$ cat config.mk
export PLATFORM = sky130hd
export DESIGN_NAME = id_stage
export DESIGN_NICKNAME = d
export VERILOG_FILES = /design/src/source/id_pkg.sv /design/src/source/id_inst_decoder.sv /design/src/source/id_branch_unit.sv /design/src/source/id_ex_latch.sv /design/src/source/id_stage.sv
export VERILOG_INCLUDE_DIRS = /design/src /design/src/source
export SDC_FILE = /design/constraint.sdc
export NUM_CORES = 1
export LEC_CHECK = 0
export ABC_AREA = 1
export BUFFER_PORTS_ARGS = -buffer_cell sky130_fd_sc_hd__buf_2
export CORE_ASPECT_RATIO = 1.4
export CORE_MARGIN = 2
export CORE_UTILIZATION = 50
export DETAILED_ROUTE_END_ITERATION = 8
export PLACE_DENSITY = 0.78
export SLEW_MARGIN = 0
export SYNTH_ARGS = -nofsm -noshare
export SYNTH_HDL_FRONTEND = slang
export SYNTH_HIERARCHICAL = 1
export SYNTH_SLANG_ARGS = --single-unit
$ cat constraint.sdc
create_clock -name clk -period 4.3 [get_ports clk]
set_input_delay 1.075 -clock clk [delete_from_list [all_inputs] [get_ports clk]]
set_output_delay 1.075 -clock clk [all_outputs]
set_load 0.02 [all_outputs]
$ cat src/source/id_macros.svh
`ifndef ID_MACROS_SVH
`define ID_MACROS_SVH

`define ID_XLEN     32
`define ID_REG_W    5
`define ID_ALUOP_W  12 // add sub slt sltu and nor or xor sll srl sra lui
`define ID_MEMOP_W  8  // lb lbu lh lhu lw sb sh sw
`define ID_MDUOP_W  8  // mult multu div divu mfhi mthi mflo mtlo
`define ID_EXC_W    3

// exception vector bits
`define EXC_SYSCALL 0
`define EXC_BREAK   1
`define EXC_RI      2

`define OP_SPECIAL  6'h00
`define OP_REGIMM   6'h01
`define OP_J        6'h02
`define OP_JAL      6'h03
`define OP_BEQ      6'h04
`define OP_BNE      6'h05
`define OP_BLEZ     6'h06
`define OP_BGTZ     6'h07
`define OP_ADDI     6'h08
`define OP_ADDIU    6'h09
`define OP_SLTI     6'h0a
`define OP_SLTIU    6'h0b
`define OP_ANDI     6'h0c
`define OP_ORI      6'h0d
`define OP_XORI     6'h0e
`define OP_LUI      6'h0f
`define OP_LB       6'h20
`define OP_LH       6'h21
`define OP_LW       6'h23
`define OP_LBU      6'h24
`define OP_LHU      6'h25
`define OP_SB       6'h28
`define OP_SH       6'h29
`define OP_SW       6'h2b

`define FN_SLL      6'h00
`define FN_SRL      6'h02
`define FN_SRA      6'h03
`define FN_SLLV     6'h04
`define FN_SRLV     6'h06
`define FN_SRAV     6'h07
`define FN_JR       6'h08
`define FN_JALR     6'h09
`define FN_SYSCALL  6'h0c
`define FN_BREAK    6'h0d
`define FN_MFHI     6'h10
`define FN_MTHI     6'h11
`define FN_MFLO     6'h12
`define FN_MTLO     6'h13
`define FN_MULT     6'h18
`define FN_MULTU    6'h19
`define FN_DIV      6'h1a
`define FN_DIVU     6'h1b
`define FN_ADD      6'h20
`define FN_ADDU     6'h21
`define FN_SUB      6'h22
`define FN_SUBU     6'h23
`define FN_AND      6'h24
`define FN_OR       6'h25
`define FN_XOR      6'h26
`define FN_NOR      6'h27
`define FN_SLT      6'h2a
`define FN_SLTU     6'h2b

// regimm branches, selected by rt
`define RT_BLTZ     5'h00
`define RT_BGEZ     5'h01
`define RT_BLTZAL   5'h10
`define RT_BGEZAL   5'h11

`endif

$ cat src/source/id_pkg.sv
`include "id_macros.svh"

package id_pkg;

	typedef struct packed {
		logic [5:0]           opcode;
		logic [`ID_REG_W-1:0] rs;
		logic [`ID_REG_W-1:0] rt;
		logic [`ID_REG_W-1:0] rd;
		logic [`ID_REG_W-1:0] sa;
		logic [5:0]           funct;
	} id_r_fields_t;

	typedef struct packed {
		logic [5:0]           opcode;
		logic [`ID_REG_W-1:0] rs;
		logic [`ID_REG_W-1:0] rt;
		logic [15:0]          imm;
	} id_i_fields_t;

	typedef struct packed {
		logic [5:0]  opcode;
		logic [25:0] target; // word index inside the 256MB region
	} id_j_fields_t;

	// one instruction word, three views
	typedef union packed {
		id_r_fields_t r;
		id_i_fields_t i;
		id_j_fields_t j;
	} id_inst_u;

endpackage

$ cat src/source/id_inst_decoder.sv
`include "id_macros.svh"

module id_inst_decoder import id_pkg::*; (
	input  id_inst_u               inst_i,
	output logic [`ID_ALUOP_W-1:0] alu_op_o,
	output logic [`ID_MEMOP_W-1:0] mem_op_o,
	output logic [`ID_MDUOP_W-1:0] mdu_op_o,
	output logic                   src1_is_sa_o,
	output logic                   src2_imm_s_o,
	output logic                   src2_imm_u_o,
	output logic                   waddr_is_rt_o,
	output logic                   writes_gpr_o,
	output logic                   reads_rs_o,
	output logic                   reads_rt_o,
	output logic                   syscall_o,
	output logic                   break_o,
	output logic                   known_o
);

	wire [5:0] op = inst_i.i.opcode;
	wire [5:0] fn = inst_i.r.funct;
	wire special = (op == `OP_SPECIAL);
	wire sa_zero = (inst_i.r.sa == '0);
	wire rd_zero = (inst_i.r.rd == '0);
	wire rs_zero = (inst_i.r.rs == '0); // immediate shifts
	wire md_ok = special & sa_zero & rd_zero;
	logic no_write;

	assign mem_op_o = {
		op == `OP_SW,
		op == `OP_SH,
		op == `OP_SB,
		op == `OP_LW,
		op == `OP_LHU,
		op == `OP_LH,
		op == `OP_LBU,
		op == `OP_LB
	};

	assign mdu_op_o = {
		special & (fn == `FN_MTLO),
		special & sa_zero & (fn == `FN_MFLO),
		special & (fn == `FN_MTHI),
		special & sa_zero & (fn == `FN_MFHI),
		md_ok & (fn == `FN_DIVU),
		md_ok & (fn == `FN_DIV),
		md_ok & (fn == `FN_MULTU),
		md_ok & (fn == `FN_MULT)
	};

	always_comb begin
		alu_op_o = '0;
		src1_is_sa_o = 1'b0;
		src2_imm_s_o = 1'b0;
		src2_imm_u_o = 1'b0;
		waddr_is_rt_o = 1'b1; // I-type default
		reads_rs_o = 1'b1;
		reads_rt_o = 1'b0;
		syscall_o = 1'b0;
		break_o = 1'b0;
		no_write = 1'b0;
		case (op)
			`OP_SPECIAL: begin
				waddr_is_rt_o = 1'b0;
				reads_rt_o = 1'b1;
				case (fn)
					`FN_ADD, `FN_ADDU: alu_op_o[0] = sa_zero;
					`FN_SUB, `FN_SUBU: alu_op_o[1] = sa_zero;
					`FN_SLT: alu_op_o[2] = sa_zero;
					`FN_SLTU: alu_op_o[3] = sa_zero;
					`FN_AND: alu_op_o[4] = sa_zero;
					`FN_NOR: alu_op_o[5] = sa_zero;
					`FN_OR: alu_op_o[6] = sa_zero;
					`FN_XOR: alu_op_o[7] = sa_zero;
					`FN_SLLV: alu_op_o[8] = sa_zero;
					`FN_SRLV: alu_op_o[9] = sa_zero;
					`FN_SRAV: alu_op_o[10] = sa_zero;
					`FN_SLL, `FN_SRL, `FN_SRA: begin
						alu_op_o[8] = rs_zero & (fn == `FN_SLL);
						alu_op_o[9] = rs_zero & (fn == `FN_SRL);
						alu_op_o[10] = rs_zero & (fn == `FN_SRA);
						src1_is_sa_o = 1'b1;
						reads_rs_o = 1'b0;
					end
					`FN_MULT, `FN_MULTU, `FN_DIV, `FN_DIVU: no_write = 1'b1; // result to hi/lo
					`FN_MTHI, `FN_MTLO: begin
						reads_rt_o = 1'b0;
						no_write = 1'b1;
					end
					`FN_MFHI, `FN_MFLO: begin
						reads_rs_o = 1'b0;
						reads_rt_o = 1'b0;
					end
					`FN_SYSCALL: begin
						syscall_o = 1'b1;
						no_write = 1'b1;
					end
					`FN_BREAK: begin
						break_o = 1'b1;
						no_write = 1'b1;
					end
					default: begin // jr, jalr or unused
						reads_rs_o = 1'b0;
						reads_rt_o = 1'b0;
					end
				endcase
			end
			`OP_ADDI, `OP_ADDIU: begin
				alu_op_o[0] = 1'b1;
				src2_imm_s_o = 1'b1;
			end
			`OP_SLTI: begin
				alu_op_o[2] = 1'b1;
				src2_imm_s_o = 1'b1;
			end
			`OP_SLTIU: begin
				alu_op_o[3] = 1'b1;
				src2_imm_s_o = 1'b1;
			end
			`OP_ANDI: begin
				alu_op_o[4] = 1'b1;
				src2_imm_u_o = 1'b1;
			end
			`OP_ORI: begin
				alu_op_o[6] = 1'b1;
				src2_imm_u_o = 1'b1;
			end
			`OP_XORI: begin
				alu_op_o[7] = 1'b1;
				src2_imm_u_o = 1'b1;
			end
			`OP_LUI: begin
				alu_op_o[11] = (inst_i.i.rs == '0);
				src2_imm_u_o = 1'b1;
				reads_rs_o = 1'b0;
			end
			`OP_LB, `OP_LBU, `OP_LH, `OP_LHU, `OP_LW: begin
				alu_op_o[0] = 1'b1; // address add
				src2_imm_s_o = 1'b1;
			end
			`OP_SB, `OP_SH, `OP_SW: begin
				alu_op_o[0] = 1'b1;
				src2_imm_s_o = 1'b1;
				reads_rt_o = 1'b1;
				no_write = 1'b1;
			end
			default: reads_rs_o = 1'b0; // branches, jumps, unused
		endcase
	end

	assign known_o = (|alu_op_o) | (|mem_op_o) | (|mdu_op_o) | syscall_o | break_o;
	assign writes_gpr_o = known_o & ~no_write;

	always_comb begin
		assert ($onehot0(alu_op_o) && $onehot0(mem_op_o))
			else $error("id_inst_decoder: more than one op bit set");
	end

endmodule

$ cat src/source/id_branch_unit.sv
`include "id_macros.svh"

module id_branch_unit import id_pkg::*; (
	input  id_inst_u             inst_i,
	input  logic [`ID_XLEN-1:0]  pc_i,
	input  logic [`ID_XLEN-1:0]  rs_data_i,
	input  logic [`ID_XLEN-1:0]  rt_data_i,
	output logic                 branch_en_o,
	output logic [`ID_XLEN-1:0]  branch_pc_o,
	output logic                 is_branch_o,
	output logic                 link_o,
	output logic                 reads_rs_o,
	output logic                 reads_rt_o
);

	wire [5:0] op = inst_i.i.opcode;
	wire special = (op == `OP_SPECIAL);
	wire regimm = (op == `OP_REGIMM);
	wire rt_zero = (inst_i.i.rt == '0);

	wire inst_beq = (op == `OP_BEQ);
	wire inst_bne = (op == `OP_BNE);
	wire inst_blez = (op == `OP_BLEZ) & rt_zero;
	wire inst_bgtz = (op == `OP_BGTZ) & rt_zero;
	wire inst_bltz = regimm & (inst_i.i.rt == `RT_BLTZ);
	wire inst_bgez = regimm & (inst_i.i.rt == `RT_BGEZ);
	wire inst_bltzal = regimm & (inst_i.i.rt == `RT_BLTZAL);
	wire inst_bgezal = regimm & (inst_i.i.rt == `RT_BGEZAL);
	wire inst_j = (op == `OP_J);
	wire inst_jal = (op == `OP_JAL);
	wire inst_jr = special & (inst_i.r.funct == `FN_JR) & rt_zero
		& (inst_i.r.rd == '0) & (inst_i.r.sa == '0);
	wire inst_jalr = special & (inst_i.r.funct == `FN_JALR) & rt_zero & (inst_i.r.sa == '0);

	wire b_type = inst_beq | inst_bne | inst_blez | inst_bgtz
		| inst_bltz | inst_bgez | inst_bltzal | inst_bgezal;
	wire j_type = inst_j | inst_jal;
	wire r_type = inst_jr | inst_jalr;

	// rs compares straight off the register file
	wire lz = rs_data_i[`ID_XLEN-1];
	wire lez = lz | (rs_data_i == '0);
	wire eq = (rs_data_i == rt_data_i);

	wire [`ID_XLEN-1:0] pcp4 = pc_i + `ID_XLEN'd4;
	wire [15:0] imm = inst_i.i.imm;
	wire [`ID_XLEN-1:0] b_target = pcp4 + {{(`ID_XLEN-18){imm[15]}}, imm, 2'b00};
	wire [`ID_XLEN-1:0] j_target = {pcp4[`ID_XLEN-1 -: 4], inst_i.j.target, 2'b00};

	assign branch_en_o = (inst_beq & eq) | (inst_bne & ~eq)
		| ((inst_bgez | inst_bgezal) & ~lz) | ((inst_bltz | inst_bltzal) & lz)
		| (inst_blez & lez) | (inst_bgtz & ~lez)
		| j_type | r_type;

	assign branch_pc_o = b_type ? b_target : j_type ? j_target : rs_data_i;

	assign is_branch_o = b_type | j_type | r_type; // next word is the delay slot
	assign link_o = inst_jal | inst_jalr | inst_bgezal | inst_bltzal;
	assign reads_rs_o = b_type | r_type;
	assign reads_rt_o = inst_beq | inst_bne;

	always_comb begin
		assert (!branch_en_o || is_branch_o)
			else $error("id_branch_unit: taken without a branch");
	end

endmodule

$ cat src/source/id_ex_latch.sv
`include "id_macros.svh"

module id_ex_latch import id_pkg::*; (
	input  logic                   clk,
	input  logic                   rst_i,
	input  logic                   stall_i,
	input  logic                   flush_i,
	input  id_inst_u               inst_i,
	input  logic [`ID_XLEN-1:0]    pc_i,
	input  logic                   inslot_i,
	input  logic [`ID_XLEN-1:0]    reg1data_i,
	input  logic [`ID_XLEN-1:0]    reg2data_i,
	input  logic [`ID_ALUOP_W-1:0] alu_op_i,
	input  logic [`ID_MEMOP_W-1:0] mem_op_i,
	input  logic [`ID_MDUOP_W-1:0] mdu_op_i,
	input  logic                   src1_is_sa_i,
	input  logic                   src2_imm_s_i,
	input  logic                   src2_imm_u_i,
	input  logic                   waddr_is_rt_i,
	input  logic                   writes_gpr_i,
	input  logic                   reads_rs_i,
	input  logic                   reads_rt_i,
	input  logic                   syscall_i,
	input  logic                   break_i,
	input  logic                   known_i,
	input  logic                   br_known_i,
	input  logic                   link_i,
	input  logic                   br_reads_rs_i,
	input  logic                   br_reads_rt_i,
	output logic                   ren1_o,
	output logic                   ren2_o,
	output logic [`ID_XLEN-1:0]    pc_o,
	output logic                   inslot_o,
	output logic [`ID_XLEN-1:0]    opr1_o,
	output logic [`ID_XLEN-1:0]    opr2_o,
	output logic [`ID_XLEN-1:0]    offset_o,
	output logic [`ID_XLEN-1:0]    rtvalue_o,
	output logic                   wren_o,
	output logic [`ID_REG_W-1:0]   waddr_o,
	output logic [`ID_ALUOP_W-1:0] aluop_o,
	output logic [`ID_MEMOP_W-1:0] memop_o,
	output logic [`ID_MDUOP_W-1:0] mduop_o,
	output logic                   nofwd_o,
	output logic [`ID_EXC_W-1:0]   excs_o,
	output logic                   has_exc_o
);

	wire [15:0] imm = inst_i.i.imm;
	wire [`ID_XLEN-1:0] sign_ext = {{(`ID_XLEN-16){imm[15]}}, imm};
	wire [`ID_XLEN-1:0] zero_ext = {{(`ID_XLEN-16){1'b0}}, imm};
	wire [`ID_XLEN-1:0] sa_ext = {{(`ID_XLEN-`ID_REG_W){1'b0}}, inst_i.r.sa};

	// link writes pc+8 as pc + 8 through the alu add
	wire [`ID_XLEN-1:0] opr1_d = src1_is_sa_i ? sa_ext : link_i ? pc_i : reg1data_i;
	wire [`ID_XLEN-1:0] opr2_d = src2_imm_s_i ? sign_ext
		: src2_imm_u_i ? zero_ext
		: link_i ? `ID_XLEN'd8
		: reg2data_i;
	wire [`ID_REG_W-1:0] waddr_d = link_i ? {`ID_REG_W{1'b1}}
		: waddr_is_rt_i ? inst_i.i.rt
		: inst_i.r.rd;
	wire [`ID_ALUOP_W-1:0] aluop_d = alu_op_i | {{(`ID_ALUOP_W-1){1'b0}}, link_i};
	wire nofwd_d = (|mem_op_i[4:0]) | mdu_op_i[4] | mdu_op_i[6]; // loads, mfhi, mflo
	logic [`ID_EXC_W-1:0] excs_d;

	assign excs_d[`EXC_SYSCALL] = syscall_i;
	assign excs_d[`EXC_BREAK] = break_i;
	assign excs_d[`EXC_RI] = ~(known_i | br_known_i);

	assign ren1_o = reads_rs_i | br_reads_rs_i;
	assign ren2_o = reads_rt_i | br_reads_rt_i;

	always_ff @(posedge clk) begin
		if (rst_i || (flush_i && !stall_i)) begin // bubble
			{pc_o, inslot_o, opr1_o, opr2_o, offset_o, rtvalue_o, wren_o, waddr_o,
				aluop_o, memop_o, mduop_o, nofwd_o, excs_o, has_exc_o} <= '0;
		end else if (!stall_i) begin
			pc_o <= pc_i;
			inslot_o <= inslot_i;
			opr1_o <= opr1_d;
			opr2_o <= opr2_d;
			offset_o <= sign_ext;
			rtvalue_o <= reg2data_i; // store data
			wren_o <= writes_gpr_i | link_i;
			waddr_o <= waddr_d;
			aluop_o <= aluop_d;
			memop_o <= mem_op_i;
			mduop_o <= mdu_op_i;
			nofwd_o <= nofwd_d;
			excs_o <= excs_d;
			has_exc_o <= |excs_d;
		end
	end

	assert property (@(posedge clk) disable iff (rst_i) (flush_i && !stall_i) |=> !wren_o)
		else $error("id_ex_latch: write enable survived a flush");

endmodule

$ cat src/source/id_stage.sv
`include "id_macros.svh"

module id_stage import id_pkg::*; (
	input  logic                   clk,
	input  logic                   rst_i,
	input  logic                   stall_i,
	input  logic                   flush_i,
	input  logic [`ID_XLEN-1:0]    pc_i,
	input  id_inst_u               inst_i,
	input  logic                   inslot_i,
	input  logic [`ID_XLEN-1:0]    reg1data_i,
	input  logic [`ID_XLEN-1:0]    reg2data_i,
	output logic [`ID_REG_W-1:0]   reg1addr_o,
	output logic [`ID_REG_W-1:0]   reg2addr_o,
	output logic                   ren1_o,
	output logic                   ren2_o,
	output logic                   branch_en_o,
	output logic [`ID_XLEN-1:0]    branch_pc_o,
	output logic                   next_inslot_o,
	output logic [`ID_XLEN-1:0]    pc_o,
	output logic                   inslot_o,
	output logic [`ID_XLEN-1:0]    opr1_o,
	output logic [`ID_XLEN-1:0]    opr2_o,
	output logic [`ID_XLEN-1:0]    offset_o,
	output logic [`ID_XLEN-1:0]    rtvalue_o,
	output logic                   wren_o,
	output logic [`ID_REG_W-1:0]   waddr_o,
	output logic [`ID_ALUOP_W-1:0] aluop_o,
	output logic [`ID_MEMOP_W-1:0] memop_o,
	output logic [`ID_MDUOP_W-1:0] mduop_o,
	output logic                   nofwd_o,
	output logic [`ID_EXC_W-1:0]   excs_o,
	output logic                   has_exc_o
);

	logic [`ID_ALUOP_W-1:0] alu_op;
	logic [`ID_MEMOP_W-1:0] mem_op;
	logic [`ID_MDUOP_W-1:0] mdu_op;
	logic src1_is_sa;
	logic src2_imm_s;
	logic src2_imm_u;
	logic waddr_is_rt;
	logic writes_gpr;
	logic dec_reads_rs;
	logic dec_reads_rt;
	logic syscall;
	logic brk;
	logic known;
	logic br_link;
	logic br_reads_rs;
	logic br_reads_rt;

	// register file is read in the same cycle
	assign reg1addr_o = inst_i.r.rs;
	assign reg2addr_o = inst_i.r.rt;

	id_inst_decoder u_decoder (
		.inst_i        (inst_i),
		.alu_op_o      (alu_op),
		.mem_op_o      (mem_op),
		.mdu_op_o      (mdu_op),
		.src1_is_sa_o  (src1_is_sa),
		.src2_imm_s_o  (src2_imm_s),
		.src2_imm_u_o  (src2_imm_u),
		.waddr_is_rt_o (waddr_is_rt),
		.writes_gpr_o  (writes_gpr),
		.reads_rs_o    (dec_reads_rs),
		.reads_rt_o    (dec_reads_rt),
		.syscall_o     (syscall),
		.break_o       (brk),
		.known_o       (known)
	);

	id_branch_unit u_branch (
		.inst_i      (inst_i),
		.pc_i        (pc_i),
		.rs_data_i   (reg1data_i),
		.rt_data_i   (reg2data_i),
		.branch_en_o (branch_en_o),
		.branch_pc_o (branch_pc_o),
		.is_branch_o (next_inslot_o),
		.link_o      (br_link),
		.reads_rs_o  (br_reads_rs),
		.reads_rt_o  (br_reads_rt)
	);

	id_ex_latch u_latch (
		.clk           (clk),
		.rst_i         (rst_i),
		.stall_i       (stall_i),
		.flush_i       (flush_i),
		.inst_i        (inst_i),
		.pc_i          (pc_i),
		.inslot_i      (inslot_i),
		.reg1data_i    (reg1data_i),
		.reg2data_i    (reg2data_i),
		.alu_op_i      (alu_op),
		.mem_op_i      (mem_op),
		.mdu_op_i      (mdu_op),
		.src1_is_sa_i  (src1_is_sa),
		.src2_imm_s_i  (src2_imm_s),
		.src2_imm_u_i  (src2_imm_u),
		.waddr_is_rt_i (waddr_is_rt),
		.writes_gpr_i  (writes_gpr),
		.reads_rs_i    (dec_reads_rs),
		.reads_rt_i    (dec_reads_rt),
		.syscall_i     (syscall),
		.break_i       (brk),
		.known_i       (known),
		.br_known_i    (next_inslot_o),
		.link_i        (br_link),
		.br_reads_rs_i (br_reads_rs),
		.br_reads_rt_i (br_reads_rt),
		.ren1_o        (ren1_o),
		.ren2_o        (ren2_o),
		.pc_o          (pc_o),
		.inslot_o      (inslot_o),
		.opr1_o        (opr1_o),
		.opr2_o        (opr2_o),
		.offset_o      (offset_o),
		.rtvalue_o     (rtvalue_o),
		.wren_o        (wren_o),
		.waddr_o       (waddr_o),
		.aluop_o       (aluop_o),
		.memop_o       (memop_o),
		.mduop_o       (mduop_o),
		.nofwd_o       (nofwd_o),
		.excs_o        (excs_o),
		.has_exc_o     (has_exc_o)
	);

endmodule

Word level (Yosys, flattened, before mapping)
Cells that the tools add are included.
- flip-flop bits (word level): 184
- output and inout port bits: 246
- logic and storage cells: 214
- bitwise operators: 74
- reduce and logical (&&, ||, !) cells: 26
- equal/unequal tests: 54
- $add $sub $neg: 2
- multiplexer cells: 44
- operators by type and width (operator ; count):
    2-to-1 mux 32 bit ; 7
    equality test 6 bit, second input constant ; 18
    equality test 6 x 4 -> 1 bit, second input constant ; 12
    equality test 6 x 5 -> 1 bit, second input constant ; 8
    equality test 6 x 3 -> 1 bit, second input constant ; 7
    OR 1 bit ; 35
    AND 1 bit ; 33
    adder 32 x 3 -> 32 bit, second input constant ; 1
    adder 32 bit ; 1
    equality test 32 bit ; 1
    zero test 32 bit ; 1
    equality test 6 x 2 -> 1 bit, second input constant ; 4
    case mux 1 bit (2 select lines) ; 12
    OR reduction 12 bit ; 2
    OR reduction 8 bit ; 3
    2-to-1 mux 1 bit ; 22
    OR reduction 22 bit ; 1
    OR reduction 21 bit ; 1
    zero test 5 bit ; 4
    OR reduction 15 bit ; 1
    zero test 6 bit ; 2
    OR 12 x 1 -> 12 bit ; 1
    equality test 5 bit, second input constant ; 2
    2-to-1 mux 5 bit ; 2
    other kinds (12) ; 19

Longest topological paths before layout
- depth after elaboration: 13
- gate-level depth with buffers: 21
- depth with buffers taken out: 21

Modules after synthesis
The synthesis kept the hierarchy.
- by module, submodules not included (module ; seq. area each (µm²) ; instances ; cells each ; area each (µm²)):
    id_ex_latch ; 3683.5 ; 1 ; 1043 ; 7592.3
    id_branch_unit ; 0.0 ; 1 ; 833 ; 4275.4
    id_inst_decoder ; 0.0 ; 1 ; 212 ; 984.7
    id_stage ; 0.0 ; 1 ; 10 ; 75.1

Worst setup path before layout
OpenSTA, ideal clock, no wires.
- path type: input port to output port
- start point: input port pc_i[9]
- end point: output port branch_pc_o[23]
- path buffers: 0
- setup slack: 0.028 ns
- stages on the path: 19
- data arrival time: 3.197 ns
- data required time: 3.225 ns
- cells stage by stage: nand2_1 > inv_1 > nand3_1 > nor2_2 > nand3_1 > nor2_1 > nand2_1 > xnor2_1 > ha_1 > nand2_1 > inv_1 > nand2_1 > and2_1 > nand2_1 > inv_1 > nand2_1 > nand2_1 > nand2_1 > o21ai_1
- word-level cells in the longest chain between the ends: 3
- RTL lines (what ; RTL line ; source):
    start, declared ; id_stage.sv:8 ; input logic [`ID_XLEN-1:0] pc_i,
    adder 32 x 3 -> 32 bit ; id_branch_unit.sv:45 ; wire [`ID_XLEN-1:0] pcp4 = pc_i + `ID_XLEN'd4;
    adder 32 bit ; id_branch_unit.sv:47 ; wire [`ID_XLEN-1:0] b_target = pcp4 + {{(`ID_XLEN-18){imm[15]}}, imm, 2'b00};
    2-to-1 mux 32 bit ; id_branch_unit.sv:55 ; assign branch_pc_o = b_type ? b_target : j_type ? j_target : rs_data_i;
    end, declared ; id_stage.sv:18 ; output logic [`ID_XLEN-1:0] branch_pc_o,
No other way between the ends.

Worst setup path after layout
- start point: input port pc_i[4]
- end point: output port branch_pc_o[26]
Same word-level chain as after synthesis.

==> out/metrics.cfg <==
[outcome]
outcome = finished, violations left
violations = negative setup slack

[setup_path]
regToRegEndpoint = u_latch/offset_o[15]
crit_cells = 20
start_kind = primary input
required_ps = 3220
critPathMaxStageDelay_ps = 440
cp_common_cell = nand2_1
reg2reg_slack_ps = 3400
crit_fanout = 4
worstSetupEndpoint = branch_pc_o[26]
path_cells = buf_8 -> nand3_4 -> nor2_4 -> nand2_4 -> buf_6 -> nor4_4 -> xor2_2 -> ha_4 -> nand2_2 -> nor2_2 -> buf_4 -> buf_4 -> nand2_1 -> nand2_1 -> nand2_2 -> nand3_1 -> nand2_1 -> nand3_1 -> nand2_1 -> buf_6
r2r_cells = 2
crit_family = simple AND/OR/NAND/NOR gates
r2r-start = u_latch/offset_o[15]
cp-end-kind = output port
cp.arrival_ps = 3740
crit_start = pc_i[4]
crit_slowest_cell = xor2_2
critical_path_class = primary input to output port
critPathBufInv = 5

[synth]
yosysWarningCount = 6
synth_top_area_cell = dfxtp_1
synthCells = 2098
synth_area_per_cell_um2 = 6.16
synthFlopType = dfxtp_1
synth_nets = 2267
synth_most_common_cell = nand2_1
synth_area_um2 = 12900
ys_seq_elements = 184
yosysUniqueCellTypes = 49
netlist.area_leader.share = 0.285
synthArstFlopShare = 0
synth_area_leaders = dfxtp_1 28%, nand2_1 20%, nor2_1 7.5%
synthTopCellsByCount = 686 x nand2_1, 260 x nor2_1, 205 x inv_1
ys_seq_area_frac = 0.285
synth_edf_count = 0

[floorplan]
die_area_um2 = 27200
io_pins = 379
num_rows = 69
initial_core_util = 0.509
coreArea_um2 = 25400
die_h_um = 194
die_width_um = 140

[cts]
cts_made_buffers = 17
clock_sinks = 184
htreeDepth = 4
clk_pin_slew_worst_paths_ps = 80
ctsRootBufferMaster = clkbuf_16
cts_tree = yes
holdBufCountCts = 0
clk_latency_ps = 440
cts_buffer_depth = 2

[layout]
fin_cells = 2963
final_layout_size_suffix_gt1_frac = 0.387
nets = 2799
area_growth_pct = 46.8

[global_routing]
grt_pass1_vias = 15300
grt_max_degree = 103
grt_antenna_before_repair = 1
grt_first_pass_wirelength_mm = 85.9
grt_overflow = 0
grt_use_total = 0.407

[place]
dp_cells = 2884
hpwl_mm = 44.6
port_buffers = 378
place.gp.congestion = 1.01

[sta]
rsz0062_at_grt = yes
finalMaxSlewViolations = 0
setup_ws_ps = -519
fin_crit_ps = 4820
relSlewSlack = 0.312
tightest_slew_ps = 1030
finalSetupTns_ps = -8670
finClkSkew_ps = 0
period_share = 1.12
timing.final.hold_violations = 0
setup_viol = 26
fmax_ghz = 0.208

[routing]
ant_nets = 0
wl_mm = 60.8
num_vias = 16800
wl_per_cell_um = 20.5
drt_pre_antenna_iters = 7
routed_via_density = 5.69
drt-initial-drc-count = 1902
drc = 0

[power_and_ir_drop]
total_power_mw = 5.33
ir_drop_v = 0.000314
p_leak_nw = 9.46
cellPowerDensity_nw_per_um2 = 281

[flow_run]
drv_cap = 0

[hold_path]
min_path_type = flop to flop

## tightest hold or removal path: cells and delay by family (launching register included)
kind	cells	cell delay, ps
flip-flops	1	310
AND/OR/NAND/NOR	1	60
AO/OA/AOI/OAI	1	50
## registers in the layout (all words and copies together) (netlist names)
register and count:
u_latch/pc_o 32, u_latch/aluop_o 12, u_latch/excs_o 3, u_latch/rtvalue_o 32, u_latch/nofwd_o 1, u_latch/opr2_o 32, u_latch/has_exc_o 1, u_latch/offset_o 16
u_latch/memop_o 8, u_latch/inslot_o 1, u_latch/wren_o 1, u_latch/mduop_o 8, u_latch/opr1_o 32, u_latch/waddr_o 5
## cells in the final DEF (no fill, tap or decap), types with 28 or more instances in the layout
master,n
nor2_2,30
nor2_1,219
dfxtp_1,184
nand2_2,62
inv_1,184
inv_2,28
nand2_4,31
a21oi_1,169
nor2_4,31
buf_2,341
nand3_1,112
or2_2,44
buf_6,62
nand2_1,601
buf_4,205
## report_power, final
| part | switching (mW) | internal (mW) | leakage (nW) |
|---|---|---|---|
| Clock | 0.833 | 0.864 | 0.305 |
| Sequential | 0.0400 | 1.78 | 1.51 |
| Combinational | 1.10 | 0.709 | 7.65 |
## layer usage
metal	part of all wire	wire length [um]	global-route usage
met5	0	0	0
met4	0.097	5920	0.328
met3	0.099	6000	0.0840
met2	0.47	28600	0.693
met1	0.33	20300	0.432
## area by class of cell
type,count,area (um2)
diodes,1,2.50
clock buffers,18,439
clock inverters,14,200
fillers,2047,6400
inverters,218,833
multi-input cells,1594,9370
flip-flops and latches,184,3680
well taps,319,399
repair buffers,615,4050
## kinds of logic after synthesis
kind of cell,synth area share
flops,0.285
simple gates,0.411
fa+ha+maj,0.0354
compound gates,0.121
xor+xnor,0.0312
buf+inv,0.117
## repair_timing
action	4_1_cts	5_1_grt
pin swaps	97	137
setup endpoints to repair	27	29
resized for setup	235	240
buffers inserted	20	28
## through the flow
stage           util  area, um2  setup slack, ps  hold slack (ps)
2_1_floorplan      -      12900             27.8              540
3_3_place_gp   0.630      16000             -785              449
3_5_place_dp   0.630      16000             -796              452
4_1_cts        0.696      17700             -381              463
5_1_grt        0.748      19000             -647              479
6_report       0.748      19000             -519              462
## worst min path at each step
stage / from / to / slack (ps) / cells after the start
after floorplan: u_latch/aluop_o[11] / u_latch/aluop_o[11] / 540 / 2
after global placement: u_latch/inslot_o / u_latch/inslot_o / 450 / 2
after detailed placement: u_latch/rtvalue_o[30] / u_latch/rtvalue_o[30] / 450 / 2
after CTS: u_latch/memop_o[2] / u_latch/memop_o[2] / 460 / 2
final: u_latch/aluop_o[8] / u_latch/aluop_o[8] / 460 / 2
after global routing: u_latch/opr1_o[21] / u_latch/opr1_o[21] / 480 / 2
Note: power is estimated with default switching activity, not from simulation.
